[config.mk]
export PLATFORM = sky130hd
export DESIGN_NAME = loop_fetch_top
export DESIGN_NICKNAME = d
export VERILOG_FILES = /design/src/loop_pkg.sv /design/src/back_loop_detect.sv /design/src/fetch_pc_gen.sv /design/src/loop_addr_table.sv /design/src/loop_fetch_top.sv
export VERILOG_INCLUDE_DIRS = /design/src
export SDC_FILE = /design/constraint.sdc
export NUM_CORES = 1
export LEC_CHECK = 0
export CORE_MARGIN = 2
export CORE_UTILIZATION = 52
export DETAILED_ROUTE_END_ITERATION = 12
export DONT_BUFFER_PORTS = 1
export PLACE_DENSITY = 0.75
export SYNTH_ARGS = -nofsm -noshare
export SYNTH_HDL_FRONTEND = slang
export SYNTH_HIERARCHICAL = 1
export SYNTH_SLANG_ARGS = --single-unit
[constraint.sdc]
create_clock -name clk -period 5.5 [get_ports clk]
set_clock_uncertainty 0.15 [all_clocks]
set_input_delay 0.55 -clock clk [delete_from_list [all_inputs] [get_ports clk]]
set_output_delay 0.55 -clock clk [all_outputs]
set_load 0.005 [all_outputs]
[src/loop_consts.svh]
`ifndef LOOP_CONSTS_SVH
`define LOOP_CONSTS_SVH

// fetch bundle geometry
`define FETCH_WIDTH     4
`define PC_W            16
`define INST_W          16
`define BUS_W           (`FETCH_WIDTH * `PC_W)

// instruction fields
`define OPC_W           4
`define BR_OPC          4'hB

`define RESET_PC        16'h0100

// loop table and loop buffer
`define LAT_ENTRIES     4
`define CNT_W           7
`define LOOP_BUF_DEPTH  64   // fill count that stalls fetch
`define MAX_LOOP_BODY   64   // longest body allowed to unroll

`endif

[src/loop_pkg.sv]
`include "loop_consts.svh"

package loop_pkg;

   // instruction address, counted in instructions not bytes
   typedef logic [`PC_W-1:0] pc_t;

   // opcode in the top bits, signed branch offset below
   typedef logic [`INST_W-1:0] inst_t;

   // one bit per slot, slot 0 at the msb
   typedef logic [`FETCH_WIDTH-1:0] slot_mask_t;

   // body length, unroll count, buffer fill
   typedef logic [`CNT_W-1:0] lat_cnt_t;

   typedef enum logic [1:0] {
      LBD_IDLE     = 2'd0,
      LBD_TRAIN    = 2'd1,
      LBD_DISPATCH = 2'd2
   } lbd_state_e;

endpackage

[src/back_loop_detect.sv]
`timescale 1ns/1ps
`include "loop_consts.svh"

module back_loop_detect
   import loop_pkg::*;
(
   input  logic [`BUS_W-1:0] inst_bus,
   output slot_mask_t        bck_lp_bus
);

   inst_t                   slot_inst [`FETCH_WIDTH];
   logic [`OPC_W-1:0]       slot_opc  [`FETCH_WIDTH];
   logic [`FETCH_WIDTH-1:0] slot_neg;   // offset sign per slot, slot 0 at msb

   // split bundle into slots, slot 0 from the top word
   always_comb begin
      for (int i = 0; i < `FETCH_WIDTH; i++) begin
         slot_inst[i] = inst_bus[(`FETCH_WIDTH-1-i)*`INST_W +: `INST_W];
         slot_opc[i]  = slot_inst[i][`INST_W-1 -: `OPC_W];
         slot_neg[`FETCH_WIDTH-1-i] = slot_inst[i][`INST_W-`OPC_W-1];
      end
   end

   // every backward branch is taken as a loop close
   always_comb begin
      for (int i = 0; i < `FETCH_WIDTH; i++) begin
         bck_lp_bus[`FETCH_WIDTH-1-i] = (slot_opc[i] == `BR_OPC) &&
                                        slot_neg[`FETCH_WIDTH-1-i];
      end
   end

endmodule

[src/fetch_pc_gen.sv]
`timescale 1ns/1ps
`include "loop_consts.svh"

module fetch_pc_gen
   import loop_pkg::*;
(
   input  logic              clk,
   input  logic              rst,
   input  logic              redirect,
   input  pc_t               redirect_pc,
   input  logic              stll_ftch,
   output pc_t               fetch_pc,
   output logic [`BUS_W-1:0] pc_bus
);

   // redirect beats stall, stall beats sequential advance
   always_ff @(posedge clk or posedge rst) begin
      if (rst) begin
         fetch_pc <= `RESET_PC;
      end else if (redirect) begin
         fetch_pc <= redirect_pc;
      end else if (stll_ftch) begin
         fetch_pc <= fetch_pc;   // loop buffer full
      end else begin
         fetch_pc <= fetch_pc + pc_t'(`FETCH_WIDTH);
      end
   end

   // four sequential slot addresses, slot 0 in the top word
   always_comb begin
      for (int i = 0; i < `FETCH_WIDTH; i++) begin
         pc_bus[(`FETCH_WIDTH-1-i)*`PC_W +: `PC_W] = fetch_pc + pc_t'(i);
      end
   end

endmodule

[src/loop_addr_table.sv]
`timescale 1ns/1ps
`include "loop_consts.svh"

module loop_addr_table
   import loop_pkg::*;
(
   input  logic              clk,
   input  logic              rst,
   input  slot_mask_t        bck_lp_bus,
   input  logic [`BUS_W-1:0] pc_bus,
   input  logic              mis_pred,
   output lbd_state_e        lbd_state,
   output logic              loop_strt,
   output slot_mask_t        inst_valid,
   output logic              fnsh_unrll,
   output logic              stll_ftch
);

   // entry word is {start, fall-through, length, unroll limit}
   localparam int FT_LSB = 2 * `CNT_W;
   localparam int ST_LSB = FT_LSB + `PC_W;
   localparam int ENT_W  = ST_LSB + `PC_W;
   localparam int PTR_W  = $clog2(`LAT_ENTRIES);
   localparam slot_mask_t ALL_SLOTS = '1;

   lbd_state_e              state, nxt_state;
   pc_t                     slot_pc [`FETCH_WIDTH];
   slot_mask_t              end_train, end_disp;   // slot holds the loop-end pc
   lat_cnt_t                train_cnt, disp_cnt;

   pc_t                     ft_train, start_addr, ft_disp;
   lat_cnt_t                body_len, max_unroll_train;
   lat_cnt_t                unroll_cnt, fill_cnt;
   logic                    ft_train_en, write_en, write2lat;

   logic [ENT_W-1:0]        lat_mem [`LAT_ENTRIES];
   logic [`LAT_ENTRIES-1:0] lat_vld;
   logic [PTR_W-1:0]        lat_ptr;
   logic [`LAT_ENTRIES-1:0] ent_hit;
   pc_t                     hit_ft;
   lat_cnt_t                hit_unroll;

   // k+1 for the first flagged slot k or full width when none
   function automatic lat_cnt_t lead_cnt(slot_mask_t m);
      lat_cnt_t n;
      n = lat_cnt_t'(`FETCH_WIDTH);
      for (int k = `FETCH_WIDTH - 1; k >= 0; k--) begin
         if (m[`FETCH_WIDTH-1-k]) n = lat_cnt_t'(k + 1);
      end
      return n;
   endfunction

   always_comb begin
      for (int i = 0; i < `FETCH_WIDTH; i++) begin
         slot_pc[i] = pc_bus[(`FETCH_WIDTH-1-i)*`PC_W +: `PC_W];
         end_train[`FETCH_WIDTH-1-i] = (slot_pc[i] == ft_train - 1'b1);
         end_disp[`FETCH_WIDTH-1-i]  = (slot_pc[i] == ft_disp - 1'b1);
      end
   end

   assign train_cnt = lead_cnt(end_train);
   assign disp_cnt  = lead_cnt(end_disp);

   assign max_unroll_train = (body_len != '0 && body_len <= lat_cnt_t'(`MAX_LOOP_BODY)) ?
                             lat_cnt_t'(1) : lat_cnt_t'(0);

   // start match against the table; the entry being written is compared
   // with the training registers since its word is not stored yet
   always_comb begin
      ent_hit    = '0;
      hit_ft     = ft_train;
      hit_unroll = max_unroll_train;
      for (int i = `LAT_ENTRIES - 1; i >= 0; i--) begin   // lowest index wins
         if (write2lat && lat_ptr == PTR_W'(i)) begin
            ent_hit[i] = (slot_pc[0] == start_addr);
            if (ent_hit[i]) begin
               hit_ft     = ft_train;
               hit_unroll = max_unroll_train;
            end
         end else begin
            ent_hit[i] = lat_vld[i] && (slot_pc[0] == lat_mem[i][ST_LSB +: `PC_W]);
            if (ent_hit[i]) begin
               hit_ft     = lat_mem[i][FT_LSB +: `PC_W];
               hit_unroll = lat_mem[i][`CNT_W-1:0];
            end
         end
      end
   end

   assign loop_strt = (state != LBD_DISPATCH) && (|ent_hit);

   always_comb begin
      nxt_state   = state;
      ft_train_en = 1'b0;
      write_en    = 1'b0;
      case (state)
         LBD_IDLE: begin
            if (loop_strt) begin
               nxt_state = LBD_DISPATCH;
            end else if (|bck_lp_bus) begin
               nxt_state   = LBD_TRAIN;
               ft_train_en = 1'b1;
            end
         end
         LBD_TRAIN: begin
            if (loop_strt) begin
               nxt_state = LBD_DISPATCH;   // known loop, drop training
            end else if (|end_train) begin
               nxt_state = LBD_IDLE;
               write_en  = 1'b1;
            end
         end
         LBD_DISPATCH: begin
            if (mis_pred) nxt_state = LBD_IDLE;
         end
         default: nxt_state = LBD_IDLE;
      endcase
   end

   always_ff @(posedge clk or posedge rst) begin
      if (rst) begin
         state     <= LBD_IDLE;
         write2lat <= 1'b0;
      end else begin
         state     <= nxt_state;
         write2lat <= write_en;   // table write one edge after training end
      end
   end

   always_ff @(posedge clk or posedge rst) begin
      if (rst) begin
         body_len   <= '0;
         fill_cnt   <= '0;
         unroll_cnt <= '0;
      end else begin
         body_len <= (state == LBD_TRAIN) ? body_len + train_cnt : '0;
         fill_cnt <= (state == LBD_DISPATCH) ? fill_cnt + disp_cnt : '0;
         if (loop_strt) begin
            unroll_cnt <= hit_unroll;
         end else if (state == LBD_IDLE) begin
            unroll_cnt <= '0;
         end else if (state == LBD_DISPATCH && (|end_disp) && unroll_cnt != '0) begin
            unroll_cnt <= unroll_cnt - 1'b1;   // holds at zero
         end
      end
   end

   // training and dispatch addresses
   always_ff @(posedge clk) begin
      if (ft_train_en) ft_train <= lead_cnt(bck_lp_bus) - 1'b1 + slot_pc[0] + 1'b1;
      if (state == LBD_TRAIN && body_len == '0) start_addr <= slot_pc[0];
      if (loop_strt) ft_disp <= hit_ft;
   end

   always_ff @(posedge clk or posedge rst) begin
      if (rst) begin
         lat_vld <= '0;
         lat_ptr <= '0;
      end else if (write2lat) begin
         lat_vld[lat_ptr] <= 1'b1;
         lat_ptr          <= lat_ptr + 1'b1;   // round robin
      end
   end

   always_ff @(posedge clk) begin
      if (write2lat) lat_mem[lat_ptr] <= {start_addr, ft_train, body_len, max_unroll_train};
   end

   assign lbd_state  = state;
   assign inst_valid = (state == LBD_DISPATCH) ? ~(ALL_SLOTS >> disp_cnt) : ALL_SLOTS;
   assign fnsh_unrll = (state == LBD_DISPATCH) && (unroll_cnt == '0);
   assign stll_ftch  = (state == LBD_DISPATCH) &&
                       (fill_cnt == lat_cnt_t'(`LOOP_BUF_DEPTH));

endmodule

[src/loop_fetch_top.sv]
`timescale 1ns/1ps
`include "loop_consts.svh"

module loop_fetch_top
   import loop_pkg::*;
(
   input  logic              clk,
   input  logic              rst,
   input  logic [`BUS_W-1:0] inst_bus,
   input  logic              redirect,
   input  pc_t               redirect_pc,
   input  logic              mis_pred,
   output pc_t               fetch_pc,
   output lbd_state_e        lbd_state,
   output logic              loop_strt,
   output slot_mask_t        inst_valid,
   output logic              fnsh_unrll,
   output logic              stll_ftch
);

   logic [`BUS_W-1:0] pc_bus;       // slot pcs, slot 0 on top
   slot_mask_t        bck_lp_bus;

   fetch_pc_gen i_fetch_pc_gen (
      .clk         (clk),
      .rst         (rst),
      .redirect    (redirect),
      .redirect_pc (redirect_pc),
      .stll_ftch   (stll_ftch),
      .fetch_pc    (fetch_pc),
      .pc_bus      (pc_bus)
   );

   back_loop_detect i_back_loop_detect (
      .inst_bus   (inst_bus),
      .bck_lp_bus (bck_lp_bus)
   );

   loop_addr_table i_loop_addr_table (
      .clk        (clk),
      .rst        (rst),
      .bck_lp_bus (bck_lp_bus),
      .pc_bus     (pc_bus),
      .mis_pred   (mis_pred),
      .lbd_state  (lbd_state),
      .loop_strt  (loop_strt),
      .inst_valid (inst_valid),
      .fnsh_unrll (fnsh_unrll),
      .stll_ftch  (stll_ftch)
   );

endmodule

# Word-level counts from Yosys, hierarchy flattened
# Memory sizes are Yosys's and may differ from the RTL's.
# Index checks and enable logic that the tools add are counted.
word_totals:
  register_bits: 94
  ramBits: 160
  in_bits: 84
  out_inout_bits: 25
  word_cells: 152
  n_memories: 1
mem_list:
  columns: ["name", "words", "width", "rd", "rd_clocked_by_memory_dff", "write_ports", "line", "source"]
  rows:
  - ["i_loop_addr_table.lat_mem", 4, 40, 4, 0, 1, "loop_addr_table.sv:36", "logic [ENT_W-1:0] lat_mem [`LAT_ENTRIES];"]
op_classes:
  n_addsub: 13
  order_cmp: 3
  n_eq_ne: 28
  n_shift: 1
  mux: 61
  n_bitwise: 2
  reduce_logical: 32
op_table:
  columns: ["cell", "count"]
  rows:
  - ["$eq A16 B16 Y1", 13]
  - ["$mux W16", 13]
  - ["$mux W7", 17]
  - ["$add A16 B1 Y16 const B", 2]
  - ["$add A16 B2 Y16 const B", 2]
  - ["$sub A16 B1 Y16 const B", 2]
  - ["$mux W3", 9]
  - ["$logic_and A1 B1 Y1", 20]
  - ["$add A16 B16 Y16", 1]
  - ["$add A16 B3 Y16 const B", 1]
  - ["$eq A4 B4 Y1 const B", 4]
  - ["$reduce_or A4 Y1", 4]
  - ["$add A7 B3 Y7", 2]
  - ["$logic_not A7 Y1", 2]
  - ["$mux W1", 14]
  - ["$reduce_bool A7 Y1", 2]
  - ["$mux W2", 5]
  - ["$sub A7 B1 Y8 const B", 1]
  - ["$eq A7 B7 Y1 const B", 1]
  - ["$le A7 B7 Y1 const B", 1]
  - ["$sub A7 B1 Y7 const B", 1]
  - ["$eq A2 B2 Y1 const B", 3]
  - ["$ne A2 B2 Y1 const B", 3]
  - ["$ne A3 B2 Y1 const B", 2]
  - ["13 further kinds", 15]

# Logic depth before layout (Yosys ltp)
depth:
  depth_word: 12
  mapped_depth: 20
  ltp_nobuf: 19

# By module
# Netlist, hierarchy kept.
modules_own_cells:
  columns: ["mod", "instances", "cells_each", "area_each_um2", "seq_area_each_um2"]
  rows:
  - ["loop_addr_table", 1, 1260, 13720.7, 6155.9]
  - ["fetch_pc_gen", 1, 222, 1853.0, 401.6]
  - ["back_loop_detect", 1, 8, 61.3, 0.0]

# Least setup slack after synthesis
# OpenSTA, ideal clock, no wires.
synth_path:
  kind: "reg-to-output"
  start: "register i_fetch_pc_gen.fetch_pc[1]"
  end: "output port loop_strt"
  t_arrival_ps: 3525
  required_ps: 4800
  path_slack_ps: 1275
  stages_incl_launch_ff: 10
  path_buffers: 4
  path_cell_list: "dfrtp_1 > buf_4 > clkbuf_1 > xnor2_1 > nand4_1 > nor4_1 > clkbuf_1 > buf_2 > a2111oi_0 > a21oi_1"
synth_via:
  elab_chain_cells: 5
  word_cells_on_any_way: 15
  classes_between: "eq/ne (5); mux (4); reduce/logical (6)"
synth_lines:
  columns: ["item", "line", "source"]
  rows:
  - ["start, declared", "fetch_pc_gen.sv:12", "output pc_t fetch_pc,"]
  - ["start signal, assigned", "fetch_pc_gen.sv:19", "fetch_pc <= `RESET_PC;"]
  - ["start signal, assigned", "fetch_pc_gen.sv:21", "fetch_pc <= redirect_pc;"]
  - ["start signal, assigned", "fetch_pc_gen.sv:23", "fetch_pc <= fetch_pc;"]
  - ["$eq A16 B16 Y1", "loop_addr_table.sv:81", "ent_hit[i] = lat_vld[i] && (slot_pc[0] == lat_mem[i][ST_LSB +: `PC_W]);"]
  - ["$logic_and A1 B1 Y1", "loop_addr_table.sv:81", null]
  - ["$mux W1", "loop_addr_table.sv:74", "if (write2lat && lat_ptr == PTR_W'(i)) begin"]
  - ["$reduce_or A4 Y1 *", "loop_addr_table.sv:90", "assign loop_strt = (state != LBD_DISPATCH) && (|ent_hit);"]
  - ["$logic_and A1 B1 Y1 *", "loop_addr_table.sv:90", null]
  - ["end, declared", "loop_fetch_top.sv:15", "output logic loop_strt,"]
# Every way passes the cells marked *; elsewhere a longest branch is shown, timed or not.

# Worst setup path in the final report
layout_path:
  start: "register i_fetch_pc_gen.fetch_pc[3]"
  end: "register i_loop_addr_table.body_len[6]"
layout_via:
  elab_chain_cells: 7
  word_cells_on_any_way: 10
  classes_between: "add/sub (3); eq/ne (3); mux (4)"
layout_lines:
  columns: ["item", "line", "source"]
  rows:
  - ["$add A16 B2 Y16", "fetch_pc_gen.sv:32", "pc_bus[(`FETCH_WIDTH-1-i)*`PC_W +: `PC_W] = fetch_pc + pc_t'(i);"]
  - ["via pc_bus[26]", "loop_fetch_top.sv:21", "logic [`BUS_W-1:0] pc_bus;"]
  - ["$eq A16 B16 Y1", "loop_addr_table.sv:56", "end_train[`FETCH_WIDTH-1-i] = (slot_pc[i] == ft_train - 1'b1);"]
  - ["$mux W3 (3 in series)", "loop_addr_table.sv:48", "if (m[`FETCH_WIDTH-1-k]) n = lat_cnt_t'(k + 1);"]
  - ["$add A7 B3 Y7", "loop_addr_table.sv:136", "body_len <= (state == LBD_TRAIN) ? body_len + train_cnt : '0;"]
  - ["$mux W7", "loop_addr_table.sv:136", null]
  - ["end signal, assigned", "loop_addr_table.sv:136", null]
  - ["end, declared", "loop_addr_table.sv:32", "lat_cnt_t body_len, max_unroll_train;"]
# The timed path passes the listed nets, and every way through them passes these cells.
# A chain may end at the register's enable or synchronous reset.

==> flow_metrics.env <==
export IMPL_fmax_mhz=195
export IMPL_rsz0062_at_grt="false"
export IMPL_dr_total_vias=12000
export IMPL_cts_repair_resized=0
export IMPL_worstSetupPathType="flop to flop"
export IMPL_holdWs_ns=0.00382
export IMPL_multi_input_area_sq_um=8310
export IMPL_total_power_uw=4900
export IMPL_synth_async_reset_ratio_pct=20.4
export IMPL_antenna_left=0
export IMPL_final_cell_mix="edfxtp_1 (180), xnor2_1 (169), xor2_1 (112)"
export IMPL_cp_start_kind="flop"
export IMPL_finalHoldViolCount=0
export IMPL_final_fill_count=2507
export IMPL_die_area_sq_um=31500
export IMPL_gp_congestion=0.996
export IMPL_syn_avg_cell_area_sq_um=10.5
export IMPL_cts_setup_buffers=0
export IMPL_crit_buf_inv=2
export IMPL_cts_inserted_buffers=26
export IMPL_syn_area_sq_um=15600
export IMPL_yosysSeqAreaShare_pct=41.9
export IMPL_cts_sinks=226
export IMPL_tns_ns=0
export IMPL_grt_max_degree=68
export IMPL_via_per_inst=6.35
export IMPL_ys_ff_latch=226
export IMPL_initial_core_util_pct=52.8
export IMPL_outcome="complete, no violations"
export IMPL_cpPeakStageDelay_ns=0.74
export IMPL_timing_max_transition_violations_final=0
export IMPL_totalWireLength_um=45100
export IMPL_finish_net_count=1594
export IMPL_crit_cells=17
export IMPL_drt_iter0_drc=1155
export IMPL_coreArea_sq_um=29600
export IMPL_vdd_ir_drop_max_mv=0.255
export IMPL_cp_arrival_ns=5.40
export IMPL_synth_edf_count=180
export IMPL_row_count=63
export IMPL_ys_flop_type="edfxtp_1"
export IMPL_root_buffer="clkbuf_16"
export IMPL_port_buffers=0
export IMPL_register_area_sq_um=6560
export IMPL_cts_tree="built"
export IMPL_ioPinCount=109
export IMPL_antenna_found_initial=1
export IMPL_tightest_slew_ns=1.08
export IMPL_path_max_fanout=12
export IMPL_cts_max_level=1
export IMPL_p_leak_uw=0.00601
export IMPL_grt_usage_pct=28.7
export IMPL_ff2ff_path_depth=17
export IMPL_critPathSlowestCell="dfrtp_1"
export IMPL_first_pass_iters=6
export IMPL_n_antenna_cell=0
export IMPL_dp_hpwl_um=31000
export IMPL_period_needed_ns=5.14
export IMPL_drc=0
export IMPL_clkSlewWorstSetupHoldPaths_ns=0.06
export IMPL_max_slew_margin_pct=27.7
export IMPL_crit_required_ns=5.76
export IMPL_timing_max_cap_violations=0
export IMPL_power_density_nw_per_um2=289
export IMPL_routedWlPerCell_um=23.9
export IMPL_grt_overflow_total=0
export IMPL_die_y_um=177
export IMPL_clock_latency_ns=0.54
export IMPL_path_delay_family="simple AND/OR/NAND/NOR gates"
export IMPL_grt_pass1_wl_um=68600
export IMPL_layout_commonest_cell="edfxtp_1"
export IMPL_min_path_type="input pin to flop"
export IMPL_yosysUniqueCellTypes=85
export IMPL_synthCells=1490
export IMPL_dieWidth_um=177
export IMPL_hold_path_cell_count=2
export IMPL_grt_pass1_vias=11700
export IMPL_critPathCaptureType="flop"
export IMPL_crit_chain="ha_1, nand4_4, nor2_1, nand2_1, xnor2_1, xnor2_1, or4_1, nor4_1, inv_1, o21ai_0, ha_1, inv_1, fa_1, nor2b_1, o2111ai_1, xor2_1, nor2_1"
export IMPL_post_route_period_util_pct=93.4
export IMPL_syn_to_final_growth_pct=8.55
export IMPL_synth_warnings=6
export IMPL_drive_gt1_share_pct=9.12
export IMPL_setup_viol=0
export IMPL_cts_path_max_buffers=3
==> flip-flops by register name, summed over array words and instances, names as in the netlist, 4 cells and up <==
name	cells
i_loop_addr_table/lat_vld	4
i_loop_addr_table/ft_disp	16
i_loop_addr_table/ft_train	16
i_loop_addr_table/start_addr	16
i_loop_addr_table/lat_mem	132
i_fetch_pc_gen/fetch_pc	16
i_loop_addr_table/fill_cnt	7
i_loop_addr_table/unroll_cnt	7
i_loop_addr_table/body_len	7
==> worst paths after layout <==
check / slack [ns] / start / endpoint
setup / recovery: 0.36 / i_fetch_pc_gen/fetch_pc[3]$_DFFE_PP0N_ / i_loop_addr_table/body_len[6]$_DFF_PP0_
hold / removal: 0.004 / redirect / i_fetch_pc_gen/fetch_pc[11]$_DFFE_PP0N_
setup reg to reg: 0.36 / i_fetch_pc_gen/fetch_pc[3]$_DFFE_PP0N_ / i_loop_addr_table/body_len[6]$_DFF_PP0_
hold reg to reg: 0.33 / i_loop_addr_table/lat_vld[0]$_DFFE_PP0P_ / i_loop_addr_table/lat_vld[0]$_DFFE_PP0P_
max in group asynchronous: 4.35 / rst / i_loop_addr_table/lat_vld[2]$_DFFE_PP0P_
min in group asynchronous: 0.43 / rst / i_fetch_pc_gen/fetch_pc[5]$_DFFE_PP0N_
==> final cells by class <==
type,instances,area share [%]
clock buffers,30,4.05
clock inverters,18,1.19
inverters,67,1.48
multi-input cells,1093,49.0
flip-flops and latches,226,38.6
well taps,390,2.88
repair buffers,58,2.80
==> power by group <==
group | switching [uW] | total [uW] | internal (uW) | leakage, uW
sequential | 177 | 2190 | 2010 | 0.00223
clock | 708 | 1790 | 1080 | 0.000419
combinational | 533 | 919 | 386 | 0.00337
==> metal layers <==
layer,GRT usage (%),wire [um],vias up
met4,11.9,1850,0
li1,-,-,5368
met3,5.55,3800,121
met2,46.0,20800,639
met1,38.2,18600,5828
met5,0,0,-
==> worst register-to-register path, cell delays in order (launching register included) <==
cell and delay (ns):
dfrtp_1 0.74, ha_1 0.48, nand4_4 0.20, nor2_1 0.40
nand2_1 0.12, xnor2_1 0.35, xnor2_1 0.13, or4_1 0.56
nor4_1 0.41, inv_1 0.08, o21ai_0 0.20, ha_1 0.20
inv_1 0.06, fa_1 0.39, nor2b_1 0.20, o2111ai_1 0.14
xor2_1 0.14, nor2_1 0.05
==> repair_timing <==
action / CTS / global route
hold buffers: 16 / 0
endpoints found under the hold margin: 62 / 0
endpoints found under the setup margin: 0 / 0
==> cell usage after synthesis (all sizes together) (10+ instances only) <==
library cell / n / area share [%]
nor2: 58 / 1.4
nor2b: 10 / 0.40
nand3: 77 / 2.5
buf: 52 / 2.3
ha: 35 / 2.8
nand4: 33 / 1.6
xnor3: 22 / 3.2
nand2b: 25 / 1.0
a32oi: 16 / 0.90
xor2: 112 / 6.3
or2: 10 / 0.40
dfrtp: 45 / 7.2
o21ai: 71 / 2.3
nor4: 45 / 2.7
or4: 12 / 0.60
inv: 64 / 1.5
mux2i: 37 / 2.4
nand2: 69 / 1.7
xnor2: 169 / 9.5
nand3b: 18 / 0.86
nor3: 52 / 1.9
edfxtp: 180 / 35
a21o: 11 / 0.53
o211ai: 36 / 1.7
clkbuf: 61 / 1.5
a22oi: 17 / 0.82
a21oi: 40 / 1.3
==> kinds of logic after synthesis <==
| family | Yosys count | share of synthesized area (%) |
|---|---|---|
| and+or+nand+nor | 455 | 17.4 |
| adders and majority gates | 38 | 3.19 |
| xor gates and xnor gates | 304 | 19.1 |
| buffers and inverters | 180 | 5.42 |
| muxes | 38 | 2.44 |
| other | 2 | 0.0480 |
| DFF | 226 | 41.9 |
| AOI/OAI and AO/OA | 247 | 10.5 |
==> stage by stage <==
stage	utilization, %	area, sq um	std cells	setup WS, ns
floorplan	-	15700	1499	1.28
global route	57.3	17000	1882	0.104
finish	57.3	17000	1882	0.361
CTS	57.3	17000	1882	0.492
detailed placement	53.7	15900	1818	0.486
global placement	53.7	15900	1818	0.575
Note: power is estimated with default switching activity, not from simulation.
